===== config.mk =====
export PLATFORM = sky130hd
export DESIGN_NAME = io_port_bank_flat
export DESIGN_NICKNAME = d
export VERILOG_FILES = /design/src/verilog/mem_map_pkg.sv /design/src/verilog/mem_access_if.sv /design/src/verilog/io_port_bank.sv /design/src/flat_wrapper.sv
export VERILOG_INCLUDE_DIRS = /design/src /design/src/verilog
export SDC_FILE = /design/constraint.sdc
export NUM_CORES = 1
export LEC_CHECK = 0
export ABC_AREA = 1
export BUFFER_PORTS_ARGS = -buffer_cell sky130_fd_sc_hd__buf_2
export CAP_MARGIN = 20
export CORE_AREA = 2 2 234 236
export CTS_BUF_LIST = sky130_fd_sc_hd__clkbuf_4 sky130_fd_sc_hd__clkbuf_8
export CTS_CLUSTER_SIZE = 25
export DETAILED_ROUTE_END_ITERATION = 7
export DIE_AREA = 0 0 236 238
export PLACE_DENSITY_LB_ADDON = 0.3
export SKIP_CTS_REPAIR_TIMING = 1
export SLEW_MARGIN = 20
export SYNTH_ARGS = -nofsm -noshare
export SYNTH_HDL_FRONTEND = slang
export SYNTH_SLANG_ARGS = --single-unit

===== constraint.sdc =====
create_clock -name clock -period 2.27 [get_ports clock]
set_input_delay 0.1135 -clock clock [delete_from_list [all_inputs] [get_ports clock]]
set_output_delay 0.1135 -clock clock [all_outputs]
set_load 0.005 [all_outputs]

===== src/verilog/mem_config.svh =====
//********************
// widths and inclusive address ranges of the memory subsystem.
// offset widths must cover the largest range that uses them.
//********************
`ifndef MEM_CONFIG_SVH
`define MEM_CONFIG_SVH

// a global address selects one word, and a word is 32 bits.
`define MEM_ADDR_WIDTH 10
`define MEM_DATA_WIDTH 32

// the RAM is read and written over the same range.
`define RAM_BASE  10'h000
`define RAM_BOUND 10'h0FF

// the I/O bank reads its inputs and writes its outputs at different addresses.
`define IO_IN_BASE   10'h200
`define IO_IN_BOUND  10'h207
`define IO_OUT_BASE  10'h208
`define IO_OUT_BOUND 10'h20F

// local offsets after the base has been removed.
`define RAM_OFFSET_WIDTH 8
`define IO_OFFSET_WIDTH  3

`endif

===== src/verilog/mem_map_pkg.sv =====
//********************
// address and data types shared by the design and its testbench.
//********************
`default_nettype none

`include "mem_config.svh"

package mem_map_pkg;

    // a global word address as the pipeline presents it.
    typedef logic [`MEM_ADDR_WIDTH-1:0] addr_t;

    // one data word.
    typedef logic [`MEM_DATA_WIDTH-1:0] data_t;

    // an offset inside the RAM range.
    typedef logic [`RAM_OFFSET_WIDTH-1:0] ram_offset_t;

    // an offset inside either I/O range.
    typedef logic [`IO_OFFSET_WIDTH-1:0] io_offset_t;

    // the full set of I/O words, one per I/O offset.
    // word 0 sits at the base of its range.
    typedef data_t [(1 << `IO_OFFSET_WIDTH)-1:0] io_words_t;

endpackage

`default_nettype wire


===== src/verilog/mem_access_if.sv =====
//********************
// gated request from one decoder to one memory; no ready, no stall.
//********************
`timescale 1ns/1ps
`default_nettype none

interface mem_access_if #(
    parameter int OFFSET_WIDTH = 8
);

    // the read request, a single-cycle strobe with its offset.
    logic                    read_enable;
    logic [OFFSET_WIDTH-1:0] read_offset;

    // the write request, a single-cycle strobe with its offset and word.
    logic                    write_enable;
    logic [OFFSET_WIDTH-1:0] write_offset;
    mem_map_pkg::data_t      write_data;

    // the decoder drives every field.
    modport request (
        output read_enable, read_offset,
        output write_enable, write_offset, write_data
    );

    // the memory only receives.
    modport target (
        input read_enable, read_offset,
        input write_enable, write_offset, write_data
    );

    // the read return only needs to know that a read was accepted.
    modport observe (input read_enable);

endinterface

`default_nettype wire


===== src/verilog/io_port_bank.sv =====
//********************
// inputs are sampled every cycle, so reads see io_in one cycle old.
// outputs reset to zero and change the cycle after a write.
//********************
`timescale 1ns/1ps
`default_nettype none

module io_port_bank (
    input wire                         clock,
    input wire                         rst,

    input wire mem_map_pkg::io_words_t io_in,
    output mem_map_pkg::io_words_t     io_out,

    mem_access_if.target port,

    output mem_map_pkg::data_t read_word
);

    mem_map_pkg::io_words_t io_in_q;
    mem_map_pkg::io_words_t io_out_q;

    // the external inputs are registered once before any read sees them.
    // this also keeps asynchronous pins off the read path.
    always_ff @(posedge clock) begin
        io_in_q <= io_in;
    end

    // a read in this cycle returns the sample taken at the previous edge.
    always_ff @(posedge clock) begin
        if (port.read_enable) begin
            read_word <= io_in_q[port.read_offset];
        end
    end

    // output registers hold their value until written again.
    always_ff @(posedge clock) begin
        if (rst) begin
            io_out_q <= '0;
        end else if (port.write_enable) begin
            io_out_q[port.write_offset] <= port.write_data;
        end
    end

    assign io_out = io_out_q;

endmodule

`default_nettype wire


===== src/flat_wrapper.sv =====
// flat-port wrapper written by rule: the top's interface ports become plain ports
module io_port_bank_flat 
  (clock, rst, io_in, io_out, read_word, port_read_enable, port_read_offset, port_write_enable, port_write_offset, port_write_data);
  mem_access_if port_i ();
  input wire clock;
  input wire rst;
  input wire mem_map_pkg::io_words_t io_in;
  output mem_map_pkg::io_words_t io_out;
  output mem_map_pkg::data_t read_word;
  input wire logic [$bits(port_i.read_enable)-1:0] port_read_enable;
  input wire logic [$bits(port_i.read_offset)-1:0] port_read_offset;
  input wire logic [$bits(port_i.write_enable)-1:0] port_write_enable;
  input wire logic [$bits(port_i.write_offset)-1:0] port_write_offset;
  input wire logic [$bits(port_i.write_data)-1:0] port_write_data;
  assign port_i.read_enable = port_read_enable;
  assign port_i.read_offset = port_read_offset;
  assign port_i.write_enable = port_write_enable;
  assign port_i.write_offset = port_write_offset;
  assign port_i.write_data = port_write_data;
  io_port_bank u_core (.clock(clock), .rst(rst), .io_in(io_in), .io_out(io_out), .port(port_i), .read_word(read_word));
endmodule

# Word-level counts from Yosys, hierarchy flattened
# Cells that the tools add are included.
# classes
n_addsub	0
bitwise_logic	0
magnitude_cmp	3
shifts	0
div	0
mux	5
reduce_logical	1
multipliers	0
eq_ne	0
# ops
operator	count
256-bit bitwise mux	1
32-bit binary-select mux with 3-bit select	1
32-bit demux with 3-bit select	1
32-bit two-way mux	2
8-bit by 4-bit less-than comparator with 1-bit output, second input constant	2
8-bit by 1-bit >= comparator with 1-bit output, second input constant	1
1-bit logical AND	1
# word_totals
mem_bits_rw	0
inputBits	308
ff_bits	544
memories	0
mem_bits_ro	0
latch_bits	0

# Logic depth before layout (Yosys ltp)
# logic_depth
word_depth	5
depth_mapped	8
depth_no_buf	7

# Worst setup path before layout
# OpenSTA, ideal clock, no wires.
# synth_timing
path_kind	input port to flip-flop
startpoint	input port port_read_offset[1]
endpoint	register u_core.read_word[21] (data pin)
path_stages	7
setup_ps	253
t_arrival_ps	834
slack_ps	1183
required_time_ps	2017
path_cell_list	buf_2 -> buf_1 -> nor2_1 -> o21ai_0 -> nand2_1 -> nand2_1 -> nand2_1
# synth_via
elab_chain_len	2
# synth_rtl
element	line	source
from (decl)	flat_wrapper.sv:11	input wire logic [$bits(port_i.read_offset)-1:0] port_read_offset;
32-bit binary-select mux with 3-bit select	io_port_bank.sv:32	read_word <= io_in_q[port.read_offset];
32-bit two-way mux (not written as such)	io_port_bank.sv:32	
to (signal assigned)	io_port_bank.sv:32	
to (decl)	io_port_bank.sv:17	output mem_map_pkg::data_t read_word
# No other way between the ends. The select of a mux whose other input is x is not followed.
# A chain may end at the register's enable or synchronous reset.

# Final worst setup path
# layout_timing
startpoint	register u_core.read_word[0]
endpoint	output port read_word[0]
# layout_lines
element	line	source
to (decl)	flat_wrapper.sv:9	output mem_map_pkg::data_t read_word;
# No word-level cell between the ends.

==> impl_metrics.tcl <==
set metrics [dict create \
    wl_per_cell_um 18.7 \
    fillCellCount 4809 \
    overflow 0 \
    min_period_over_period_pct 59.8 \
    htreeDepth 3 \
    fin_ws_ns 0.913 \
    grt_pass1_vias 16900 \
    clkTransAtPathRegs_ns 0.06 \
    path_max_fanout 1 \
    initial_core_util_pct 35.3 \
    worstSetupStartpointType "register" \
    dr.pass1.iters 6 \
    drive_gt1_share_pct 25.4 \
    num_io_pins 596 \
    hp-start "port_write_data[17]" \
    startpoint "u_core.read_word[0]" \
    syn_to_final_growth_pct 44.6 \
    synth_area_per_cell_um2 8.05 \
    io_buffers 590 \
    hp-class "input port to register" \
    die_area_mm2 0.0562 \
    ant_nets 0 \
    reg2reg_from "u_core.io_in_q[32]" \
    cp.required_ns 2.16 \
    fin_skew_ns 0.0304 \
    place_congestion 0.900 \
    slew_viol_final 0 \
    yosysSeqAreaShare_pct 59.4 \
    numCtsBuffers 93 \
    antenna_found_initial 7 \
    track_usage_pct 23.0 \
    cts_sinks 544 \
    rsz0062_at_grt "no" \
    placed_cells 3527 \
    cts_tree "done" \
    cts_root_buf "clkbuf_8" \
    violations "negative hold slack" \
    crit_path_end_kind "output pin" \
    final_core_util_pct 51.0 \
    grt_max_degree 129 \
    grt_pass1_wl_mm 99.5 \
    drtIter0Drc 1457 \
    dp_hpwl_mm 46.6 \
    worst-path-buf-inv 1 \
    final_area_mm2 0.0273 \
    worstPathCellList "buf_2" \
    ir_worst_vdd_uv 484 \
    setup_tns_ns 0 \
    placed_area_mm2 0.0225 \
    fin_cells 3980 \
    cp_data_arrival_time_ns 1.24 \
    syn_inst 2345 \
    power_density_mw_per_mm2 788 \
    ys_warn_count 0 \
    clk_latency_ns 0.67 \
    max_stage_delay_ns 0.40 \
    coreArea_mm2 0.0535 \
    max_cap_viol_count 0 \
    leakage_nw 12.9 \
    drc_errors 0 \
    die_x_um 236 \
    fin_nets 3506 \
    synth_cell_type_count 18 \
    status "finished with violations" \
    drt_wl_total_mm 74.5 \
    synth_nets 2653 \
    vias_per_cell 4.86 \
    pre_cts_slack_ns 0.554 \
    hold_viol 7 \
    ys_ff_latch 544 \
    p_total_mw 21.5 \
    whs_ns -0.0135 \
    rows 85 \
    netlist_area_mm2 0.0189 \
    worst_pin_slew_ns 0.666 \
    slowest_stage "edfxtp_1" \
    fmax_mhz 737 \
    cts_buffer_depth 3 \
    crit_type "register to output pin" \
    die_h_um 238 \
    slew_headroom_pct 55.6 \
    vias 19300 \
    finalSetupViolations 0 \
    cp_top_family "flip-flops" \
    period_needed_ns 1.36 \
]
power breakdown:
group          switching [mW]  total, mW  internal [mW]
Sequential             0.0962       10.1           9.96
Combinational           0.978       1.78          0.801
Clock                    4.19       9.69           5.50
cell type report:
class / count / area [um^2] / share of cell area, %
diodes: 11 / 27.5 / 0.101
repair buffers: 910 / 6330 / 23.2
flip-flops and latches: 544 / 11200 / 41.1
multi-input cells: 1601 / 6620 / 24.2
well taps: 696 / 871 / 3.19
clock buffers: 147 / 1830 / 6.70
inverters: 48 / 188 / 0.687
clock inverters: 23 / 233 / 0.852
flip-flops by register name, summed over array words and instances, names as in the netlist:
name	count
u_core.read_word	32
u_core.io_out	256
u_core.io_in_q	256
cell families (layout without fill, tap and decap cells):
| group | Yosys count | in the layout | share of synthesized area (%) |
|---|---|---|---|
| compound gates | 128 | 128 | 3.39 |
| buf+inv | 200 | 1128 | 5.77 |
| flops | 544 | 544 | 59.4 |
| other cells | 0 | 11 | 0 |
| simple gates | 1473 | 1473 | 31.4 |
path summary, 6_finish.rpt:
| kind | to | slack, ns | depth (start not counted) |
|---|---|---|---|
| setup / recovery | read_word[0] | 0.91 | 1 |
| hold / removal | u_core.io_out[145] | -0.01 | 5 |
| hold reg to reg | u_core.io_out[94] | 0.48 | 2 |
| setup reg to reg | u_core.read_word[0] | 1.06 | 4 |
placed cells by master (no fill, tap or decap), types with 4 or more instances in the layout:
| master | instances |
|---|---|
| clkbuf_8 | 116 |
| buf_2 | 589 |
| inv_2 | 4 |
| o21ai_1 | 7 |
| clkbuf_4 | 31 |
| dlygate4sd3_1 | 272 |
| nand2_1 | 428 |
| clkinv_2 | 11 |
| edfxtp_1 | 32 |
| o21ai_0 | 121 |
| nor2_2 | 5 |
| nor2_4 | 13 |
| diode_2 | 11 |
| buf_4 | 26 |
| nor2_1 | 769 |
| inv_1 | 43 |
| buf_12 | 23 |
| dfxtp_1 | 512 |
| nand3_1 | 256 |
cell usage after synthesis:
master / instances / area [um^2]
inv_2: 4 / 15.0
nand3_1: 256 / 1280
nand2_1: 428 / 1610
clkbuf_1: 52 / 195
buf_1: 15 / 56.3
nor2_2: 4 / 25.0
nor2_4: 8 / 90.1
o21ai_1: 7 / 35.0
o21ai_0: 121 / 606
buf_6: 28 / 315
nor2_1: 775 / 2910
nand4_1: 1 / 6.26
inv_1: 44 / 165
dfxtp_1: 512 / 10200
nand3_4: 1 / 17.5
edfxtp_1: 32 / 961
buf_4: 23 / 173
buf_2: 34 / 170
layer usage:
| layer | GRT usage, % | up-vias | routed length (um) |
|---|---|---|---|
| met5 | 0 | - | 10 |
| met1 | 27.6 | 8930 | 28300 |
| met4 | 13.7 | 2 | 4800 |
| met3 | 6.20 | 302 | 6300 |
| met2 | 37.0 | 1023 | 35100 |
| li1 | - | 9074 | - |
(Power assumes the default switching activity.)
