`config.mk`:
```
export PLATFORM = sky130hd
export DESIGN_NAME = read_return_flat
export DESIGN_NICKNAME = d
export VERILOG_FILES = /design/src/verilog/mem_map_pkg.sv /design/src/verilog/mem_access_if.sv /design/src/verilog/read_return.sv /design/src/flat_wrapper.sv
export VERILOG_INCLUDE_DIRS = /design/src /design/src/verilog
export SDC_FILE = /design/constraint.sdc
export NUM_CORES = 1
export LEC_CHECK = 0
export BUFFER_PORTS_ARGS = -buffer_cell sky130_fd_sc_hd__buf_4
export CORE_ASPECT_RATIO = 1.5
export CORE_MARGIN = 2
export CORE_UTILIZATION = 21
export DETAILED_ROUTE_END_ITERATION = 8
export PLACE_DENSITY = 0.78
export SLEW_MARGIN = 10
export SYNTH_ARGS = -nofsm -noshare
export SYNTH_HDL_FRONTEND = slang
export SYNTH_SLANG_ARGS = --single-unit
```
`constraint.sdc`:
```
create_clock -name clock -period 1 [get_ports clock]
set_clock_uncertainty 0.05 [all_clocks]
set_input_delay 0.05 -clock clock [delete_from_list [all_inputs] [get_ports clock]]
set_output_delay 0.05 -clock clock [all_outputs]
set_load 0.01 [all_outputs]
```
`src/verilog/mem_config.svh`:
```
//********************
// widths and inclusive address ranges of the memory subsystem.
// offset widths must cover the largest range that uses them.
//********************
`ifndef MEM_CONFIG_SVH
`define MEM_CONFIG_SVH

// a global address selects one word, and a word is 32 bits.
`define MEM_ADDR_WIDTH 10
`define MEM_DATA_WIDTH 32

// the RAM is read and written over the same range.
`define RAM_BASE  10'h000
`define RAM_BOUND 10'h0FF

// the I/O bank reads its inputs and writes its outputs at different addresses.
`define IO_IN_BASE   10'h200
`define IO_IN_BOUND  10'h207
`define IO_OUT_BASE  10'h208
`define IO_OUT_BOUND 10'h20F

// local offsets after the base has been removed.
`define RAM_OFFSET_WIDTH 8
`define IO_OFFSET_WIDTH  3

`endif
```
`src/verilog/mem_map_pkg.sv`:
```
//********************
// address and data types shared by the design and its testbench.
//********************
`default_nettype none

`include "mem_config.svh"

package mem_map_pkg;

    // a global word address as the pipeline presents it.
    typedef logic [`MEM_ADDR_WIDTH-1:0] addr_t;

    // one data word.
    typedef logic [`MEM_DATA_WIDTH-1:0] data_t;

    // an offset inside the RAM range.
    typedef logic [`RAM_OFFSET_WIDTH-1:0] ram_offset_t;

    // an offset inside either I/O range.
    typedef logic [`IO_OFFSET_WIDTH-1:0] io_offset_t;

    // the full set of I/O words, one per I/O offset.
    // word 0 sits at the base of its range.
    typedef data_t [(1 << `IO_OFFSET_WIDTH)-1:0] io_words_t;

endpackage

`default_nettype wire

```
`src/verilog/mem_access_if.sv`:
```
//********************
// gated request from one decoder to one memory; no ready, no stall.
//********************
`timescale 1ns/1ps
`default_nettype none

interface mem_access_if #(
    parameter int OFFSET_WIDTH = 8
);

    // the read request, a single-cycle strobe with its offset.
    logic                    read_enable;
    logic [OFFSET_WIDTH-1:0] read_offset;

    // the write request, a single-cycle strobe with its offset and word.
    logic                    write_enable;
    logic [OFFSET_WIDTH-1:0] write_offset;
    mem_map_pkg::data_t      write_data;

    // the decoder drives every field.
    modport request (
        output read_enable, read_offset,
        output write_enable, write_offset, write_data
    );

    // the memory only receives.
    modport target (
        input read_enable, read_offset,
        input write_enable, write_offset, write_data
    );

    // the read return only needs to know that a read was accepted.
    modport observe (input read_enable);

endinterface

`default_nettype wire

```
`src/verilog/read_return.sv`:
```
//********************
// read data and its strobe arrive exactly one cycle after the read.
// a read that no target accepted returns zero with no strobe.
//********************
`timescale 1ns/1ps
`default_nettype none

module read_return (
    input wire clock,
    input wire rst,

    mem_access_if.observe ram_side,
    mem_access_if.observe io_side,

    input wire mem_map_pkg::data_t ram_word,
    input wire mem_map_pkg::data_t io_word,

    output mem_map_pkg::data_t read_data,
    output logic               read_valid
);

    // bit positions in the one-hot hit record.
    localparam int HIT_RAM = 0;
    localparam int HIT_IO  = 1;

    logic [1:0] hit_q;

    // the ranges do not overlap, so at most one bit is set.
    always_ff @(posedge clock) begin
        if (rst) begin
            hit_q <= '0;
        end else begin
            hit_q <= {io_side.read_enable, ram_side.read_enable};
        end
    end

    assign read_valid = |hit_q;

    // each target holds its word after the read, so a plain select is enough.
    always_comb begin
        if (hit_q[HIT_RAM]) begin
            read_data = ram_word;
        end else if (hit_q[HIT_IO]) begin
            read_data = io_word;
        end else begin
            read_data = '0;
        end
    end

endmodule

`default_nettype wire

```
`src/flat_wrapper.sv`:
```
// flat-port wrapper written by rule: the top's interface ports become plain ports
module read_return_flat 
  (clock, rst, ram_word, io_word, read_data, read_valid, ram_side_read_enable, io_side_read_enable);
  mem_access_if ram_side_i ();
  mem_access_if io_side_i ();
  input wire clock;
  input wire rst;
  input wire mem_map_pkg::data_t ram_word;
  input wire mem_map_pkg::data_t io_word;
  output mem_map_pkg::data_t read_data;
  output logic read_valid;
  input wire logic [$bits(ram_side_i.read_enable)-1:0] ram_side_read_enable;
  input wire logic [$bits(io_side_i.read_enable)-1:0] io_side_read_enable;
  assign ram_side_i.read_enable = ram_side_read_enable;
  assign io_side_i.read_enable = io_side_read_enable;
  read_return u_core (.clock(clock), .rst(rst), .ram_side(ram_side_i), .io_side(io_side_i), .ram_word(ram_word), .io_word(io_word), .read_data(read_data), .read_valid(read_valid));
endmodule
```
**Word level (Yosys, flattened, before mapping)**

Index checks and enable logic that the tools add are counted.

- Bits of input ports: 68
- Register bits after elaboration: 2
- Logic and storage cells: 4
- Output and inout bits: 33

- Reductions and logical operators: 1
- Muxes and demuxes: 2

Operators by type and width:

| cell | number |
|---|---|
| $mux W32 | 2 |
| $reduce_or A2 Y1 | 1 |

**Depth between registers and ports, before layout**

Gate-level depths: netlist (run 1).

- Depth in word-level cells: 2
- Depth in mapped cells: 4
- Gate-level depth less buffers: 2

**Least setup slack after synthesis (run 1)**

OpenSTA, ideal clock, no wires.

- Kind: reg-to-output
- Start point: register u_core.hit_q[0]
- End point: output read_data[0]
- Required time: 0.900 ns
- Slack: 0.038 ns
- Arrival time: 0.862 ns
- Stages on the path, launching flop included: 5
- Path buffers: 2
- Cell sequence: dfxtp_1 -> buf_6 -> nor2b_4 -> buf_6 -> a22o_1

- Longest elaborated chain between the ends: 1

RTL lines:

| item | RTL line | text |
|---|---|---|
| start: declaration | read_return.sv:26 | `logic [1:0] hit_q;` |
| start signal: assignment | read_return.sv:33 | `hit_q <= {io_side.read_enable, ram_side.read_enable};` |
| $mux W32 | read_return.sv:41 | `if (hit_q[HIT_RAM]) begin` |
| end: declaration | flat_wrapper.sv:10 | `output mem_map_pkg::data_t read_data;` |

No other way between the ends.

**Worst setup path after layout (run 1)**

- Start point: register u_core.hit_q[0]
- End point: output read_data[15]

The elaborated chain is that of the path after synthesis.

==> results of run 1 <==
## per-stage QoR
| step | setup WS [ns] | TNS, ns | utilization [%] |
|---|---|---|---|
| after floorplan | 0.0384 | 0 | - |
| after global placement | -0.292 | -8.83 | 61.9 |
| after detailed placement | -0.354 | -10.67 | 61.9 |
| after CTS | -0.285 | -8.65 | 77.3 |
| after global routing | -0.332 | -10.00 | 78.1 |
| final | -0.268 | -8.16 | 78.1 |
## per-layer routing
metal  wire [um]  vias up  global-route usage [%]
met1         768      401                    16.3
met4          27        0                    6.67
met2        1400       70                    39.2
met3         349        4                    7.55
li1            -      419                       -
met5           0        -                       0
## power by group through the flow
stage	registers [mW]	logic, mW	clock network, mW
2_1_floorplan	0.0877	0.192	0
3_3_place_gp	0.0887	0.511	0
3_5_place_dp	0.0891	0.522	0
4_1_cts	0.0938	0.643	0.199
5_1_grt	0.0948	0.689	0.212
6_report	0.0937	0.649	0.186
## cell type report
class,count,area share (%)
repair buffers,112,69.7
multi-input cells,39,23.8
flip-flops and latches,2,3.11
well taps,21,1.82
clock buffers,3,1.56
## placed cells by master (no fill, tap or decap), types with 2 or more instances in the layout
| cell | instances |
|---|---|
| clkbuf_4 | 3 |
| a22o_1 | 31 |
| nor2b_1 | 2 |
| dlygate4sd3_1 | 3 |
| buf_4 | 75 |
| nor2b_4 | 2 |
| buf_12 | 2 |
| buf_6 | 31 |
## critical path: stages (launching register included)
cell     delay (ns)
dfxtp_4        0.38
nor2b_4        0.18
buf_6          0.13
a22o_1         0.14
buf_6          0.11
## worst max-delay path by stage
stage                     slack [ns]            end
after floorplan                 0.04   read_data[0]
after global routing           -0.33  read_data[27]
final                          -0.27  read_data[15]
after detailed placement       -0.35  read_data[27]
after CTS                      -0.28  read_data[30]
after global placement         -0.29  read_data[23]
## cells by family after synthesis
| group | share of synthesized area (%) |
|---|---|
| AND/OR/NAND/NOR | 9.61 |
| flip-flops | 9.61 |
| buffers and inverters | 14.4 |
| AO/OA/AOI/OAI | 66.4 |
## timing repair
action / 4_1_cts / 5_1_grt
gates cloned: 2 / 0
pin swaps: 0 / 2
gates resized for setup: 39 / 4
setup buffers: 6 / 0
setup endpoints to repair: 33 / 33
hold buffers: 3 / 0
endpoints found under the hold margin: 2 / 0
==> flow_summary.json, run 1 <==
{
  "status": "finished, violations left",
  "violations": "setup timing",
  "internal-power_mw": 0.657,
  "yosysWarnings": 0,
  "gr-total-overflow": 0,
  "vias_per_cell": 5.05,
  "syn_nets": 115,
  "hp-class": "input port to output port",
  "ys_seq_elements": 2,
  "worstHoldStart": "ram_word[29]",
  "cp-startpoint": "u_core.hit_q[0]",
  "vias": 894,
  "top_register": "u_core.hit_q",
  "synth_common_cells": "a22o_1, buf_6, buf_2",
  "min_path_cells": 4,
  "cp_max_fo": 4,
  "final_area_um2": 1450,
  "rsz0062_at_grt": "true",
  "num-fill-cells": 123,
  "fin_total_pwr_mw": 0.929,
  "synth_area_leaders": "a22o_1, buf_6, dfxtp_1",
  "dieArea_um2": 2360,
  "worst_hold_path.endpoint": "read_data[29]",
  "reg_top3": "u_core.hit_q (2)",
  "antenna_found_initial": 0,
  "synthArstFlopShare_pct": 0,
  "fp.dieW_um": 40.4,
  "gp_congestion": 0.634,
  "track_usage_pct": 20.0,
  "multi_input_area_um2": 344,
  "cp-end-kind": "output port",
  "fin_crit_ns": 1.27,
  "pwr-share-seq_pct": 10.1,
  "finalNonFillerCells": 177,
  "setup_violations": 33,
  "yosys.area.top_type": "a22o_1",
  "drive_gt1_share_pct": 76.3,
  "synth_edf_count": 0,
  "cp_data_arrival_time_ns": 1.17,
  "hold_viol": 0,
  "drv_cap": 0,
  "sw_frac_of_total_pct": 29.2,
  "dp_hpwl_mm": 1.79,
  "synth_top_area_share_pct": 65.2,
  "area.sequential_um2": 45.0,
  "required_ns": 0.90,
  "syn_area_um2": 417,
  "wl_per_cell_um": 14.4,
  "crit_type": "flop to output port",
  "final_antenna_net_count": 0,
  "placed_area_um2": 1150,
  "slew_headroom_pct": 89.6,
  "h-tree-depth": 1,
  "row_count": 19,
  "core_area_um2": 1850,
  "synth_most_common_cell": "a22o_1",
  "syn_inst": 47,
  "grt_pass1_wl_mm": 3.34,
  "p_per_area_nw_per_um2": 642,
  "nNetsFinal": 226,
  "setup_slack_ns": -0.268,
  "diodes": 0,
  "pwr-share-clk_pct": 20.1,
  "largest_register_ffs": 2,
  "clk_pin_slew_ns": 0.03,
  "fmax_ghz": 0.788,
  "portBuffers": 100,
  "drtIter0Drc": 3,
  "placed_cells": 163,
  "drv_slew": 0,
  "fin_crit_sh_pct": 127,
  "leakagePower_nw": 0.771,
  "power_switching_mw": 0.272,
  "die_h_um": 58.6,
  "cts.sinks": 2,
  "start_kind": "flop",
  "pin_count": 101,
  "grt_max_degree": 18,
  "cts_tree": "yes",
  "routed_wl_mm": 2.54,
  "areaGrowthSynthToFinish_pct": 247,
  "start_util_pct": 22.5,
  "cts-root-buf": "clkbuf_4",
  "worstMarginPinSlew_ns": 0.156,
  "fin_hold_ws_ns": 0.340,
  "first_pass_iters": 2,
  "grt_pass1_vias": 850,
  "cts_made_buffers": 3,
  "drc": 0,
  "synth.avg_cell_area_um2": 8.86,
  "synth-main-ff-cell": "dfxtp_1",
  "combPwrFrac_pct": 69.9,
  "ys_seq_area_share_pct": 9.61,
  "peakVddDrop_mv": 0.614,
  "synth_cell_types": 9,
  "clock_path_buffers": 2
}
Note: power is estimated with default switching activity, not from simulation.
==> run 2, diff against run 1 <==
--- a/config.mk
+++ b/config.mk
@@ -7,7 +7,6 @@
 export NUM_CORES = 1
 export LEC_CHECK = 0
 export BUFFER_PORTS_ARGS = -buffer_cell sky130_fd_sc_hd__buf_4
-export CORE_ASPECT_RATIO = 1.5
 export CORE_MARGIN = 2
 export CORE_UTILIZATION = 21
 export DETAILED_ROUTE_END_ITERATION = 8
==> run 2 against run 1 <==
The flow still finishes with violations (setup timing); critical path depth did not move; sequential cell count did not move; combinational power barely moved; via count fell by 4.7%; count of clock-buffer cells in the layout did not move; maximum frequency barely moved; critical endpoint is now read_data[30].
==> flow_summary.json, run 2 (synthesis gave the netlist of run 1 again) <==
{
  "status": "finished, violations left",
  "violations": "setup timing",
  "diodes": 0,
  "cp_data_arrival_time_ns": 1.17,
  "wl_per_cell_um": 13.8,
  "cp_slowest_stage_delay_ns": 0.41,
  "final_cell_mix": "buf_4, buf_6, a22o_1",
  "track_usage_pct": 21.2,
  "drtIter0Drc": 3,
  "clock_path_buffers": 2,
  "gr-total-overflow": 0,
  "start_kind": "flop",
  "gp_congestion": 0.675,
  "top_register": "u_core.hit_q",
  "cp-end-kind": "output port",
  "clk_pin_slew_ns": 0.03,
  "leakagePower_nw": 0.752,
  "vias_per_cell": 4.73,
  "cts_made_buffers": 3,
  "reg_top3": "u_core.hit_q (2)",
  "min_path_cells": 4,
  "num-fill-cells": 145,
  "routed_wl_mm": 2.49,
  "peakVddDrop_mv": 0.821,
  "hold_viol": 0,
  "setup-tns-final_ns": -8.09,
  "cts-root-buf": "clkbuf_4",
  "finalNonFillerCells": 180,
  "nNetsFinal": 223,
  "core_area_um2": 1920,
  "fin_total_pwr_mw": 0.924,
  "placed_cells": 169,
  "cp_max_fo": 12,
  "required_ns": 0.90,
  "die_h_um": 48.5,
  "path_depth": 4,
  "drc": 0,
  "drv_slew": 0,
  "grt_max_degree": 18,
  "pin_count": 101,
  "final_core_util_pct": 74.9,
  "grt_pass1_wl_mm": 3.88,
  "setup_violations": 33,
  "placed_area_um2": 1160,
  "h-tree-depth": 1,
  "fin_crit_ns": 1.27,
  "cpLargestDelayFamily": "flip-flops",
  "rsz0062_at_grt": "true",
  "fin_crit_sh_pct": 127,
  "fp.dieW_um": 48.5,
  "portBuffers": 100,
  "row_count": 16,
  "final_area_um2": 1440,
  "dieArea_um2": 2360,
  "worstHoldStart": "ram_word[29]",
  "first_pass_iters": 4,
  "setup_slack_ns": -0.268,
  "crit_buf_inv": 2,
  "crit_type": "flop to output port",
  "crit_chain": "nor2b_4, buf_12, a22o_1, buf_6",
  "areaGrowthSynthToFinish_pct": 246,
  "cts.sinks": 2,
  "slew_headroom_pct": 90.9,
  "final_antenna_net_count": 0,
  "start_util_pct": 21.7,
  "vias": 852,
  "layout_commonest_cell": "buf_4",
  "worst_hold_path.endpoint": "read_data[29]",
  "p_per_area_nw_per_um2": 642,
  "drive_gt1_share_pct": 75.2,
  "cts_tree": "yes",
  "slowest_stage": "dfxtp_4",
  "drv_cap": 0,
  "antenna_found_initial": 0,
  "hp-class": "input port to output port",
  "worstMarginPinSlew_ns": 0.137,
  "fmax_ghz": 0.789,
  "grt_pass1_vias": 870,
  "largest_register_ffs": 2
}
-- run 2: cell types whose count changed in the layout (fill, tap and decap cells not counted), sizes merged --
cell / previous run / this run
buf: 109 / 106
-- run 2: final cells by class --
class | count | area [um2] | share of cell area (%)
timing repair buffer | 109 | 1000 | 69.7
multi-input combinational | 39 | 335 | 23.3
sequential | 2 | 45.0 | 3.13
tap | 27 | 33.8 | 2.35
clock buffer | 3 | 22.5 | 1.56
-- run 2: worst max path at each step --
stage                          from             to  slack, ns
detailed placement  u_core.hit_q[1]   read_data[8]      -0.33
CTS                 u_core.hit_q[0]     read_valid      -0.28
finish              u_core.hit_q[0]  read_data[30]      -0.27
global route        u_core.hit_q[0]  read_data[14]      -0.32
global placement    u_core.hit_q[1]  read_data[25]      -0.30
floorplan           u_core.hit_q[0]   read_data[0]       0.04
-- run 2: where the power goes --
part	total [mW]	internal [mW]	switching (mW)
Sequential	0.0938	0.0843	0.00945
Clock	0.184	0.133	0.0511
Combinational	0.646	0.440	0.206
-- run 2: tightest hold or removal path, delay by kind of cell --
kind            cells  cell delay (ns)
buf+inv             2             0.20
compound gates      1             0.06
simple gates        1             0.03
-- run 2: repair_timing --
item / 4_1_cts / 5_1_grt
hold endpoints to repair: 2 / 0
cloned: 2 / 0
gates resized for setup: 41 / 1
setup endpoints to repair: 33 / 33
hold buffers: 3 / 0
buffers inserted: 3 / 1
-- run 2: routing by layer --
metal	GRT usage [%]	share of wire [%]	vias to the layer above
li1	-	-	412
met4	9.52	1.2	0
met1	21.0	34	380
met2	41.2	55	56
met3	4.94	9.3	4
met5	0	0	-
-- run 2: through the flow --
stage | setup WS [ns] | hold WS, ns
after floorplan | 0.0384 | 0.0716
after global placement | -0.303 | 0.166
after detailed placement | -0.334 | 0.173
after CTS | -0.284 | 0.347
after global routing | -0.325 | 0.362
final | -0.268 | 0.343
